[src/hw/io_params.svh]
`ifndef IO_PARAMS_SVH
`define IO_PARAMS_SVH

////////////////////////////////////////////////////////////////////////////
// I/O register addresses on the data bus
////////////////////////////////////////////////////////////////////////////

`define IO_SEG_ADDR    32'hffff_fc00
`define IO_LED_ADDR    32'hffff_fc04
`define IO_BLINK_ADDR  32'hffff_fc08
`define IO_A_ADDR      32'hffff_fc10
`define IO_B_ADDR      32'hffff_fc14
`define IO_TEST_ADDR   32'hffff_fc18

////////////////////////////////////////////////////////////////////////////
// Display queue and dwell
////////////////////////////////////////////////////////////////////////////

// Pointer width, 32 entries
`define IO_QUEUE_AW      5

// Cycles of countdown per displayed word, short for simulation
`define IO_DWELL_CYCLES  32'd12

`endif

[src/hw/io_pkg.sv]
package io_pkg;

  ////////////////////////////////////////////////////////////////////////////
  // Bus and display words
  ////////////////////////////////////////////////////////////////////////////

  // Address, store data, load data and memory data
  typedef logic [31:0] io_word_t;

  // One segment display word, also one queue entry
  typedef logic [23:0] seg_word_t;

  // Segment and LED stores carry the word in the low 24 bits
  typedef struct packed {
    logic [7:0] pad;
    seg_word_t  word;
  } io_seg_fmt_t;

  ////////////////////////////////////////////////////////////////////////////
  // Store data as seen by the I/O registers
  ////////////////////////////////////////////////////////////////////////////

  // Same store word, two readings
  // count for the blink register, seg for segment and LED registers
  typedef union packed {
    io_word_t    count;
    io_seg_fmt_t seg;
  } io_wdata_u;

  ////////////////////////////////////////////////////////////////////////////
  // Display dwell machine
  ////////////////////////////////////////////////////////////////////////////

  // IDLE shows nothing, SHOW holds the head word on the outputs
  typedef enum logic {
    IDLE,
    SHOW
  } show_state_e;

endpackage

[src/hw/io_bus_decode.sv]
`include "io_params.svh"

module io_bus_decode (
  input  logic                clk,
  input  logic                reset,
  input  logic                io_read,
  input  logic                io_write,
  input  io_pkg::io_word_t    alu_result,
  input  io_pkg::io_wdata_u   store_data,
  input  io_pkg::io_word_t    mem_read_data,
  input  logic [7:0]          io_switch,
  input  logic [2:0]          test_input,
  input  logic                enter_a,
  input  logic                enter_b,
  output logic                seg_write,
  output logic                blink_write,
  output io_pkg::seg_word_t   seg_data,
  output io_pkg::io_word_t    blink_count,
  output io_pkg::io_word_t    mem_io_result,
  output io_pkg::seg_word_t   led_out
);

  logic       led_write;
  logic [7:0] a_reg;
  logic [7:0] b_reg;

  // Store strobes, one address compare
  always_comb begin
    seg_write   = 1'b0;
    led_write   = 1'b0;
    blink_write = 1'b0;
    if (io_write) begin
      case (alu_result)
        `IO_SEG_ADDR:   seg_write   = 1'b1;
        `IO_LED_ADDR:   led_write   = 1'b1;
        `IO_BLINK_ADDR: blink_write = 1'b1;
        default: ;
      endcase
    end
  end

  assign seg_data    = store_data.seg.word;
  assign blink_count = store_data.count;

  // Switch captures and LED register
  always_ff @(posedge clk) begin
    if (reset) begin
      a_reg   <= '0;
      b_reg   <= '0;
      led_out <= '0;
    end else begin
      if (enter_a)   a_reg   <= io_switch;
      if (enter_b)   b_reg   <= io_switch;
      if (led_write) led_out <= store_data.seg.word;
    end
  end

  // Load result, I/O values are zero-extended
  always_comb begin
    mem_io_result = mem_read_data;
    if (io_read) begin
      case (alu_result)
        `IO_A_ADDR:    mem_io_result = {24'b0, a_reg};
        `IO_B_ADDR:    mem_io_result = {24'b0, b_reg};
        `IO_TEST_ADDR: mem_io_result = {29'b0, test_input};
        default: ;
      endcase
    end
  end

endmodule

[src/hw/seg_queue.sv]
`include "io_params.svh"

module seg_queue #(
  parameter int addr_bits = `IO_QUEUE_AW
) (
  input  logic               clk,
  input  logic               reset,
  input  logic               push,
  input  io_pkg::seg_word_t  push_data,
  input  logic               pop,
  output io_pkg::seg_word_t  head,
  output logic               empty,
  output logic               full
);

  localparam int depth = 1 << addr_bits;

  io_pkg::seg_word_t    mem [depth];
  logic [addr_bits-1:0] front;
  logic [addr_bits-1:0] back;
  logic [addr_bits:0]   count;
  logic                 do_push;
  logic                 do_pop;

  assign empty = (count == '0);
  assign full  = (count == (addr_bits + 1)'(depth));

  // Overflow drops the new word, underflow is a no-op
  assign do_push = push && !full;
  assign do_pop  = pop && !empty;

  // Entry storage, written at the back end of the list
  always_ff @(posedge clk) begin
    if (do_push) begin
      mem[back] <= push_data;
    end
  end

  // Pointers wrap on their own width
  always_ff @(posedge clk) begin
    if (reset) begin
      front <= '0;
      back  <= '0;
      count <= '0;
    end else begin
      if (do_push) back  <= back + 1'b1;
      if (do_pop)  front <= front + 1'b1;
      case ({do_push, do_pop})
        2'b10:   count <= count + 1'b1;
        2'b01:   count <= count - 1'b1;
        default: count <= count;
      endcase
    end
  end

  // Oldest word
  assign head = mem[front];

endmodule

[src/hw/seg_show_fsm.sv]
module seg_show_fsm (
  input  logic               clk,
  input  logic               reset,
  input  logic               empty,
  input  io_pkg::seg_word_t  head,
  input  logic               dwell_busy,
  output logic               pop,
  output logic               dwell_load,
  output io_pkg::seg_word_t  seg_out
);

  io_pkg::show_state_e state;
  io_pkg::show_state_e state_next;

  ////////////////////////////////////////////////////////////////////////////
  // Next state and strobes
  ////////////////////////////////////////////////////////////////////////////

  always_comb begin
    state_next = state;
    pop        = 1'b0;
    dwell_load = 1'b0;
    case (state)
      io_pkg::IDLE: begin
        // Take the oldest word and start its dwell
        if (!empty) begin
          dwell_load = 1'b1;
          state_next = io_pkg::SHOW;
        end
      end
      io_pkg::SHOW: begin
        // Dwell over, release the word
        if (!dwell_busy) begin
          pop        = 1'b1;
          state_next = io_pkg::IDLE;
        end
      end
      default: begin
        state_next = io_pkg::IDLE;
      end
    endcase
  end

  always_ff @(posedge clk) begin
    if (reset) begin
      state <= io_pkg::IDLE;
    end else begin
      state <= state_next;
    end
  end

  // Blank between words
  assign seg_out = (state == io_pkg::SHOW) ? head : '0;

endmodule

[src/hw/io_timer.sv]
module io_timer (
  input  logic              clk,
  input  logic              reset,
  input  logic              load,
  input  io_pkg::io_word_t  load_value,
  output logic              busy
);

  io_pkg::io_word_t count;

  // Load wins over the countdown
  always_ff @(posedge clk) begin
    if (reset) begin
      count <= '0;
    end else if (load) begin
      count <= load_value;
    end else if (count != '0) begin
      count <= count - 1'b1;
    end
  end

  // High for exactly load_value cycles after a load
  assign busy = (count != '0);

endmodule

[src/hw/io_subsystem.sv]
`include "io_params.svh"

module io_subsystem (
  input  logic               clk,
  input  logic               reset,
  input  logic               io_read,
  input  logic               io_write,
  input  io_pkg::io_word_t   alu_result,
  input  io_pkg::io_word_t   store_data,
  input  io_pkg::io_word_t   mem_read_data,
  input  logic [7:0]         io_switch,
  input  logic [2:0]         test_input,
  input  logic               enter_a,
  input  logic               enter_b,
  output io_pkg::io_word_t   mem_io_result,
  output io_pkg::seg_word_t  seg_out,
  output io_pkg::seg_word_t  led_out,
  output logic               blink_out
);

  logic              seg_write;
  logic              blink_write;
  io_pkg::seg_word_t seg_data;
  io_pkg::io_word_t  blink_count;
  io_pkg::seg_word_t head;
  logic              empty;
  logic              full;
  logic              pop;
  logic              dwell_load;
  logic              dwell_busy;

  ////////////////////////////////////////////////////////////////////////////
  // Bus side
  ////////////////////////////////////////////////////////////////////////////

  io_bus_decode u_decode (
    .clk           (clk),
    .reset         (reset),
    .io_read       (io_read),
    .io_write      (io_write),
    .alu_result    (alu_result),
    .store_data    (store_data),
    .mem_read_data (mem_read_data),
    .io_switch     (io_switch),
    .test_input    (test_input),
    .enter_a       (enter_a),
    .enter_b       (enter_b),
    .seg_write     (seg_write),
    .blink_write   (blink_write),
    .seg_data      (seg_data),
    .blink_count   (blink_count),
    .mem_io_result (mem_io_result),
    .led_out       (led_out)
  );

  ////////////////////////////////////////////////////////////////////////////
  // Segment display path
  ////////////////////////////////////////////////////////////////////////////

  seg_queue u_queue (
    .clk       (clk),
    .reset     (reset),
    .push      (seg_write),
    .push_data (seg_data),
    .pop       (pop),
    .head      (head),
    .empty     (empty),
    .full      (full)
  );

  seg_show_fsm u_show (
    .clk        (clk),
    .reset      (reset),
    .empty      (empty),
    .head       (head),
    .dwell_busy (dwell_busy),
    .pop        (pop),
    .dwell_load (dwell_load),
    .seg_out    (seg_out)
  );

  // Fixed dwell per word
  io_timer u_dwell_timer (
    .clk        (clk),
    .reset      (reset),
    .load       (dwell_load),
    .load_value (`IO_DWELL_CYCLES),
    .busy       (dwell_busy)
  );

  // Blink length comes from the store
  io_timer u_blink_timer (
    .clk        (clk),
    .reset      (reset),
    .load       (blink_write),
    .load_value (blink_count),
    .busy       (blink_out)
  );

endmodule

[config.mk]
export PLATFORM = sky130hd
export DESIGN_NAME = io_subsystem
export DESIGN_NICKNAME = d
export VERILOG_FILES = /design/src/hw/io_pkg.sv /design/src/hw/io_bus_decode.sv /design/src/hw/seg_queue.sv /design/src/hw/seg_show_fsm.sv /design/src/hw/io_timer.sv /design/src/hw/io_subsystem.sv
export VERILOG_INCLUDE_DIRS = /design/src /design/src/hw
export SDC_FILE = /design/constraint.sdc
export NUM_CORES = 1
export LEC_CHECK = 0
export ABC_AREA = 0
export BUFFER_PORTS_ARGS = -buffer_cell sky130_fd_sc_hd__buf_2
export CORE_MARGIN = 3
export CORE_UTILIZATION = 40
export CTS_CLUSTER_SIZE = 24
export DETAILED_ROUTE_END_ITERATION = 8
export PLACE_DENSITY = 0.64
export SETUP_SLACK_MARGIN = 0.5
export SLEW_MARGIN = 30
export SYNTH_ARGS = -nofsm -noshare
export SYNTH_HDL_FRONTEND = slang
export SYNTH_HIERARCHICAL = 1
export SYNTH_SLANG_ARGS = --single-unit
[constraint.sdc]
create_clock -name clk -period 3.6 [get_ports clk]
set_clock_uncertainty 0.1 [all_clocks]
set_input_delay 0.18 -clock clk [delete_from_list [all_inputs] [get_ports clk]]
set_output_delay 0.18 -clock clk [all_outputs]
set_load 0.05 [all_outputs]
# After elaboration in Yosys (flattened, before gate mapping)
# Memories as Yosys holds them, arrays and structs flattened. A register that Yosys moved wholly into a read port is not among the register bits.
# Cells that the tools add are included.
# word_totals
memories	1
inputBits	113
regBits	121
word_cells	62
ramBits	768
# classes
eq_ne	9
n_bitwise	1
n_reduce_logical	11
n_addsub	6
n_mux	24
# memory_table
memory	depth	word_bits	rd	rd_ports_with_merged_regs	write_ports	line_no	source
u_queue.mem	32	24	1	1	1	seg_queue.sv:18	io_pkg::seg_word_t mem [depth];
# ops
op	n
== test 32 bit, second input constant	6
two-way mux 32 bit	3
one-hot mux 32 bit (3 select lines)	1
nonzero test 32 bit	2
subtractor 32 x 1 -> 32 bit, second input constant	2
two-way mux 24 bit	1
two-way mux 1 bit	13
one-hot mux 6 bit (2 select lines)	1
adder 5 x 1 -> 5 bit, second input constant	2
two-way mux 5 bit	2
two-way mux 4 bit	2
adder 6 x 1 -> 6 bit, second input constant	1
== test 6 bit, second input constant	1
logical NOT 6 bit	1
nonzero test 2 bit	3
subtractor 6 x 1 -> 6 bit, second input constant	1
== test 2 x 1 -> 1 bit, second input constant	1
== test 2 bit, second input constant	1
logical AND 1 bit	2
logical NOT 1 bit	2
one-hot mux 1 bit (2 select lines)	1
OR reduction 2 bit	1
inverter 1 bit	1

# Logic depth before layout (Yosys ltp)
# Gate-level depths: netlist of run 1.
# logic_depth
word_depth	6
depth_mapped	17

# Hierarchy
# Netlist of run 1, hierarchy kept.
# by_module_without_submodules
module	instances	area_each_um2	seq_area_each_um2	cells_each
seg_queue	1	30336.6	23482.5	1527
io_timer	2	1696.6	640.6	216
io_bus_decode	1	2561.2	800.8	301
seg_show_fsm	1	205.2	20.0	32
io_subsystem	1	7.5	0.0	2

# Worst setup path after synthesis of run 1
# OpenSTA, ideal clock, no wires.
# synth_timing
path_kind	in2reg
from	in alu_result[5]
to	reg u_queue.count[4]
n_path_buf	2
arrival_time_ps	3614
cell_stages	14
setup_time_ps	121
slack_ps	-235
cell_sequence	or4b_4 nor4_2 clkbuf_1 and3_1 o31a_4 clkinv_2 ha_1 clkbuf_1 xor2_1 ha_1 a21oi_1 a22oi_1 a31oi_1 mux2_2
# synth_via
elab_chain_len	6
# synth_rtl
item	line_no	source
start: declaration	io_subsystem.sv:8	input io_pkg::io_word_t alu_result,
== test 32 bit (*)	io_bus_decode.sv:33	case (alu_result)
two-way mux 1 bit (*)	io_bus_decode.sv:33	
two-way mux 1 bit (*)	io_bus_decode.sv:32	if (io_write) begin
named net seg_write	io_subsystem.sv:21	logic seg_write;
logical AND 1 bit (*)	seg_queue.sv:29	assign do_push = push && !full;
== test 2 x 1 -> 1 bit or == test 2 bit (tied branches)	seg_queue.sv:48	case ({do_push, do_pop})
one-hot mux 6 bit (2 select lines) or nonzero test 2 bit (tied branches)	n/a	
end signal: assignment	seg_queue.sv:49	2'b10: count <= count + 1'b1;
end signal: assignment	seg_queue.sv:50	2'b01: count <= count - 1'b1;
end signal: assignment	seg_queue.sv:51	default: count <= count;
end: declaration	seg_queue.sv:21	logic [addr_bits:0] count;
# Mark *: on every way through the listed nets, which the timed path passes. The rest lies on a longest branch.
# A chain may end at the register's enable or synchronous reset.

# Worst setup path in the final report of run 1
# layout_timing
from	reg u_dwell_timer.count[11]
to	reg u_queue.count[4]
# layout_via
elab_chain_len	6
# layout_rtl
item	line_no	source
start: declaration	io_timer.sv:9	io_pkg::io_word_t count;
start signal: assignment	io_timer.sv:16	count <= load_value;
start signal: assignment	io_timer.sv:18	count <= count - 1'b1;
nonzero test 32 bit (*)	io_timer.sv:23	assign busy = (count != '0);
named net dwell_busy	io_subsystem.sv:30	logic dwell_busy;
two-way mux 1 bit (*)	seg_show_fsm.sv:33	if (!dwell_busy) begin
two-way mux 1 bit (*)	seg_show_fsm.sv:23	case (state)
named net pop	io_subsystem.sv:28	logic pop;
logical AND 1 bit (*)	seg_queue.sv:30	assign do_pop = pop && !empty;
== test 2 x 1 -> 1 bit or == test 2 bit (tied branches)	seg_queue.sv:48	
one-hot mux 6 bit (2 select lines) or nonzero test 2 bit (tied branches)	n/a	
# Marked as above.

==> reports/metrics.yaml, run 1 <==
outcome:
  status: "finished, final reports clean"
clock_network:
  cts-root-buf: "clkbuf_16"
  clock_path_buffers: 3
  clk_pin_slew_ns: 0.06
  cts_tree: "yes"
  cts_max_level: 3
  numCtsBuffers: 92
  clock_sinks: 894
  clk_latency_ns: 0.66
critical_path:
  critPathKind: "reg2reg"
  cp_slowest_cell: "or4_4"
  worstPathRequired_ns: 4.05
  start_kind: "flip-flop"
  crit_chain: "or4_4 -> nor3_4 -> nand4_1 -> nand2b_4 -> nor2b_4 -> o31ai_4 -> inv_2 -> ha_4 -> xor2_2 -> ha_2 -> a21oi_2 -> nand4bb_1 -> a31oi_1 -> mux2_2"
  end_kind: "flip-flop"
  worst_ep_arrival_time_ns: 3.62
  cpPeakStageDelay_ns: 0.55
  crit_fanout: 3
yosys:
  syn_area_per_cell_um2: 15.92
  ys_warn_count: 6
  synth_area_mm2: 0.03650
  syn_inst: 2293
final_layout:
  nNetsFinal: 2716
  largest_reg_flops: 768
  diodes: 0
  regMostFlops: "u_queue/mem"
  reg.largest.list: "u_queue/mem: 768 flops, u_blink_timer/count: 32 flops, u_dwell_timer/count: 32 flops"
  area_delta_synth_final_pct: 20.05
  multiInputGateArea_mm2: 0.01048
  final_core_util_pct: 48.53
  drive_above_1_share_pct: 26.42
  n_fill_cell: 7476
  ff_latch_area_mm2: 0.02561
sta:
  finalCritPeriodShare_pct: 88.11
  slew_viol_final: 0
  slew_headroom_pct: 39.48
  hold_violations: 0
  fmax_mhz: 315.2
  setup_viol: 0
  rsz0062_at_grt: "true"
  tightest_slew_ns: 0.8995
  tns_ns: 0
  fin_crit_ns: 3.172
  setup_ws_ns: 0.4279
  whs_ns: 0.02093
global_route:
  grt_pass1_wl_mm: 139.0
  antenna_found_initial: 1
  track_usage_pct: 19.47
  grt_pass1_vias: 22420
  grt_max_degree: 69
  gr-total-overflow: 0
pwr:
  peakVddDrop_uv: 422.2
  leakagePower_uw: 0.01415
  power-per-cell-area_mw_per_mm2: 556.0
floorplan:
  die_y_um: 308.1
  rows: 110
  coreArea_mm2: 0.09029
  initial_utilization_pct: 40.43
  boundaryPins: 194
  die_x_um: 308.1
  die_area_mm2: 0.09491
route:
  final_antenna_net_count: 0
  wirelength_mm: 93.71
  avgRoutedWirePerCell_um: 24.38
  routed_via_density: 5.661
  drc_errors: 0
  drtPass1Iterations: 5
  routed-via-count: 21760
  drt_iter0_markers: 1960
flow_run:
  max-cap-violations: 0
placement:
  place_congestion: 0.8146
  pre_cts_slack_ns: 0.1748
  io_buffer_count: 193
  dp.final_hpwl_mm: 54.06
worst_hold_path:
  hp-class: "in2reg"
-- timing repair --
item                                    in CTS  in global routing
pin swaps                                   38                 52
cloned                                      12                  2
hold endpoints to repair                   361                  0
resized for setup                          103                 60
hold buffers                                41                  0
endpoints found under the setup margin      29                 28
setup buffers                               25                 13
-- worst paths after layout --
| path | start | to | slack (ns) | cells after the start |
|---|---|---|---|---|
| worst max register to register | u_dwell_timer/count[11]$_SDFFE_PP0P_ | u_queue/count[4]$_SDFFE_PP0P_ | 0.43 | 14 |
| worst min-delay path | store_data[4] | u_decode/led_out[4]$_SDFFE_PP0P_ | 0.02 | 3 |
| worst min register to register | u_decode/led_out[5]$_SDFFE_PP0P_ | u_decode/led_out[5]$_SDFFE_PP0P_ | 0.37 | 2 |
| worst max-delay path | u_dwell_timer/count[11]$_SDFFE_PP0P_ | u_queue/count[4]$_SDFFE_PP0P_ | 0.43 | 14 |
-- layout make-up --
| class | count | share of cell area, % |
|---|---|---|
| sequential | 894 | 58.44 |
| multi-input combinational | 1226 | 23.91 |
| timing repair buffer | 360 | 7.016 |
| clock buffer | 114 | 5.560 |
| tap | 1176 | 3.358 |
| clock inverter | 55 | 1.548 |
| inverter | 19 | 0.1713 |
-- placed cells by master, fill, tap and decap left out, types with 76 or more instances in the layout --
master,n
a22oi_1,111
mux2i_1,215
clkbuf_16,95
edfxtp_1,768
mux4_2,96
dfxtp_1,117
nand2_1,76
buf_4,93
nor2_1,81
buf_2,171
-- metal layers --
metal / GRT usage [%] / routed length, um / vias up
li1: - / - / 9562
met1: 25.61 / 37980 / 11150
met2: 32.78 / 46340 / 884
met3: 3.090 / 6277 / 161
met4: 7.129 / 3107 / 0
met5: 0 / 0 / -
-- stage by stage --
stage | cells | cell area, um^2 | total power, uW
after CTS | 3829 | 43430 | 24430
after global routing | 3844 | 43820 | 25300
final | 3844 | 43820 | 24360
after floorplan | 2323 | 36710 | 13980
after detailed placement | 3582 | 38960 | 14650
after global placement | 3582 | 38960 | 14520
-- critical path: cells and delay by family, from the launching register on --
kind            cells  cell delay [ns]
simple gates        6             1.37
compound gates      3             0.37
mux                 1             0.35
fa+ha+maj           2             0.33
flops               1             0.32
xor+xnor            1             0.13
buf+inv             1             0.09
-- where the power goes --
part	total [uW]	switching (uW)	internal [uW]
registers	11800	328	11500
logic	2850	1680	1170
clock network	9670	4080	5600
total	24400	6080	18300
No activity file was read; power rests on OpenSTA's default activity.
==> inputs of run 2 (changes only) <==
--- a/config.mk
+++ b/config.mk
@@ -13,6 +13,7 @@
 export CTS_CLUSTER_SIZE = 24
 export DETAILED_ROUTE_END_ITERATION = 8
 export PLACE_DENSITY = 0.64
+export RECOVER_POWER = 50
 export SETUP_SLACK_MARGIN = 0.5
 export SLEW_MARGIN = 30
 export SYNTH_ARGS = -nofsm -noshare
==> reports/metrics.yaml, run 2 (synthesis gave the netlist of run 1 again) <==
placement:
  io_buffer_count: 193  # unchanged
  dp.final_hpwl_mm: 54.06  # unchanged
  place_congestion: 0.8146  # unchanged
  dpl-instance-area_mm2: 0.03896  # unchanged
  pre_cts_slack_ns: 0.1748  # unchanged
critical_path:
  crit_fanout: 5  # +2
  crit_start: "u_blink_timer/count[0]$_SDFFE_PP0P_"
  reg2reg_depth: 8  # -6
  end_kind: "output port"
  reg2reg_from: "u_blink_timer/count[0]$_SDFFE_PP0P_"
  worstPathRequired_ns: 3.32  # -0.73 ns
  start_kind: "flip-flop"
  reg2reg_to: "u_blink_timer/count[12]$_SDFFE_PP0P_"
  worst_ep_arrival_time_ns: 2.89  # -0.73 ns
  r2r_slack_ns: 0.43  # about the same
  critPathKind: "reg2out"
final_layout:
  diodes: 0  # unchanged
  nNetsFinal: 2716  # unchanged
  reg.largest.list: "u_queue/mem: 768 flops, u_blink_timer/count: 32 flops, u_dwell_timer/count: 32 flops"
  n_fill_cell: 7517  # +0.55%
  final_core_util_pct: 48.42  # -0.11 points
  regMostFlops: "u_queue/mem"
  area_delta_synth_final_pct: 19.78
  drive_above_1_share_pct: 24.44  # -2.0 points
  finalInstanceArea_mm2: 0.04372  # -0.23%
  largest_reg_flops: 768  # unchanged
  mostFrequentLayoutCell: "edfxtp_1"
  final_cell_mix: "edfxtp_1, mux2i_1, buf_2, dfxtp_1, a22oi_1"
clock_network:
  numCtsBuffers: 92  # unchanged
  cts_tree: "yes"
  clock_path_buffers: 3  # unchanged
  clock_sinks: 894  # unchanged
  cts_max_level: 3  # unchanged
  cts-root-buf: "clkbuf_16"
  clk_pin_slew_ns: 0.06  # about the same
  clk_latency_ns: 0.66  # about the same
route:
  avgRoutedWirePerCell_um: 24.37  # about the same
  drtPass1Iterations: 8  # +3
  routed-via-count: 21780  # +0.11%
  drt_iter0_markers: 2139  # +9.1%
  final_antenna_net_count: 0  # unchanged
  drc_errors: 0  # unchanged
  wirelength_mm: 93.66  # about the same
  routed_via_density: 5.666  # +0.11%
pwr:
  power_frac_clock_pct: 39.7  # about the same
  leakagePower_uw: 0.01396  # -1.3%
  power-per-cell-area_mw_per_mm2: 557.3  # +0.23%
  p_seq_share_pct: 48.6  # about the same
  internal-power_uw: 18280  # about the same
  p_sw_uw: 6079  # about the same
  power_uw: 24360  # about the same
  netSwitchingFraction_pct: 24.95  # about the same
  comb_power_share_pct: 11.7  # about the same
  peakVddDrop_uv: 414.0  # -1.9%
floorplan:
  die_x_um: 308.1  # unchanged
  die_y_um: 308.1  # unchanged
  initial_utilization_pct: 40.43  # unchanged
  die_area_mm2: 0.09491  # unchanged
  coreArea_mm2: 0.09029  # unchanged
  rows: 110  # unchanged
  boundaryPins: 194  # unchanged
outcome:
  failed_checks: "capacitance limit, slew limit"
  status: "complete, but fails checks"
sta:
  rsz0062_at_grt: "true"
  slew_headroom_pct: -26.66  # -66 points
  finalCritPeriodShare_pct: 88.16  # about the same
  setup_viol: 0  # unchanged
  slew_viol_final: 665  # +665
  fin_crit_ns: 3.174  # +0.001551 ns
  fmax_mhz: 315.1  # about the same
  tightest_slew_ns: 1.900  # +1.000 ns
  hold_violations: 0  # unchanged
  tns_ns: 0  # unchanged
  setup_ws_ns: 0.4263  # -0.001551 ns
global_route:
  track_usage_pct: 19.47  # unchanged
  gr-total-overflow: 0  # unchanged
  antenna_found_initial: 1  # unchanged
  grt_pass1_wl_mm: 139.0  # unchanged
  grt_max_degree: 69  # unchanged
  grt_pass1_vias: 22420  # unchanged
worst_hold_path:
  hold_end: "u_decode/led_out[17]$_SDFFE_PP0P_"
  hp-class: "in2reg"
  worst_hold_startpoint: "alu_result[1]"
  hold_depth: 5  # +2
flow_run:
  max-cap-violations: 20  # +20
## run 2: cell count changes in the layout (fill, tap and decap cells not counted), sizes merged
cell,before,now
buf,315,261
clkbuf,116,170
## run 2: cell type report
cell class	count	area, um^2	share of cell area, %
inverters	19	75.07	0.1717
repair buffers	360	3000	6.863
multi-input cells	1226	10450	23.90
flip-flops and latches	894	25610	58.57
clock buffers	114	2436	5.572
clock inverters	55	678.2	1.551
well taps	1176	1471	3.366
## run 2: timing repair
item	in CTS	in global routing
hold buffers	41	0
cloned	12	2
pin swaps	38	52
gates resized for setup	103	60
endpoints found under the hold margin	361	0
setup buffers	25	13
endpoints found under the setup margin	29	28
## run 2: critical path, stage by stage, from the launching register on
cell	delay (ns)
dfxtp_1	0.32
inv_1	0.10
ha_1	0.22
nor3b_1	0.58
and2_0	0.26
nand4_1	0.19
nand2b_1	0.30
buf_2	0.27
## run 2: stage by stage
stage,cells,hold slack [ns]
6_report,3844,0.1189
5_1_grt,3844,0.1234
4_1_cts,3829,0.001466
3_5_place_dp,3582,0.3095
3_3_place_gp,3582,0.2963
2_1_floorplan,2323,0.1491
## run 2: layer usage
layer | track usage [%] | vias up | wire [um]
met3 | 3.090 | 154 | 5863
met4 | 7.129 | 0 | 3081
li1 | - | 9558 | -
met2 | 32.78 | 830 | 46500
met5 | 0 | - | 0
met1 | 25.61 | 11240 | 38220
## run 2: worst max-delay path by stage
stage | end | cells after the start | slack, ns
6_report | blink_out | 7 | 0.43
5_1_grt | u_blink_timer/count[12]$_SDFFE_PP0P_ | 8 | 0.19
4_1_cts | u_queue/count[3]$_SDFFE_PP0P_ | 13 | 0.32
3_5_place_dp | u_queue/count[3]$_SDFFE_PP0P_ | 15 | 0.17
3_3_place_gp | u_queue/count[5]$_SDFFE_PP0P_ | 12 | 0.28
2_1_floorplan | u_queue/count[4]$_SDFFE_PP0P_ | 15 | 0.24
## run 2: power groups by stage
stage	combinational [uW]	sequential (uW)	clock, uW
after floorplan	2030	12000	0
after global placement	2530	12000	0
after detailed placement	2640	12000	0
after CTS	2750	11800	9860
after global routing	3150	11900	10300
final	2850	11800	9670
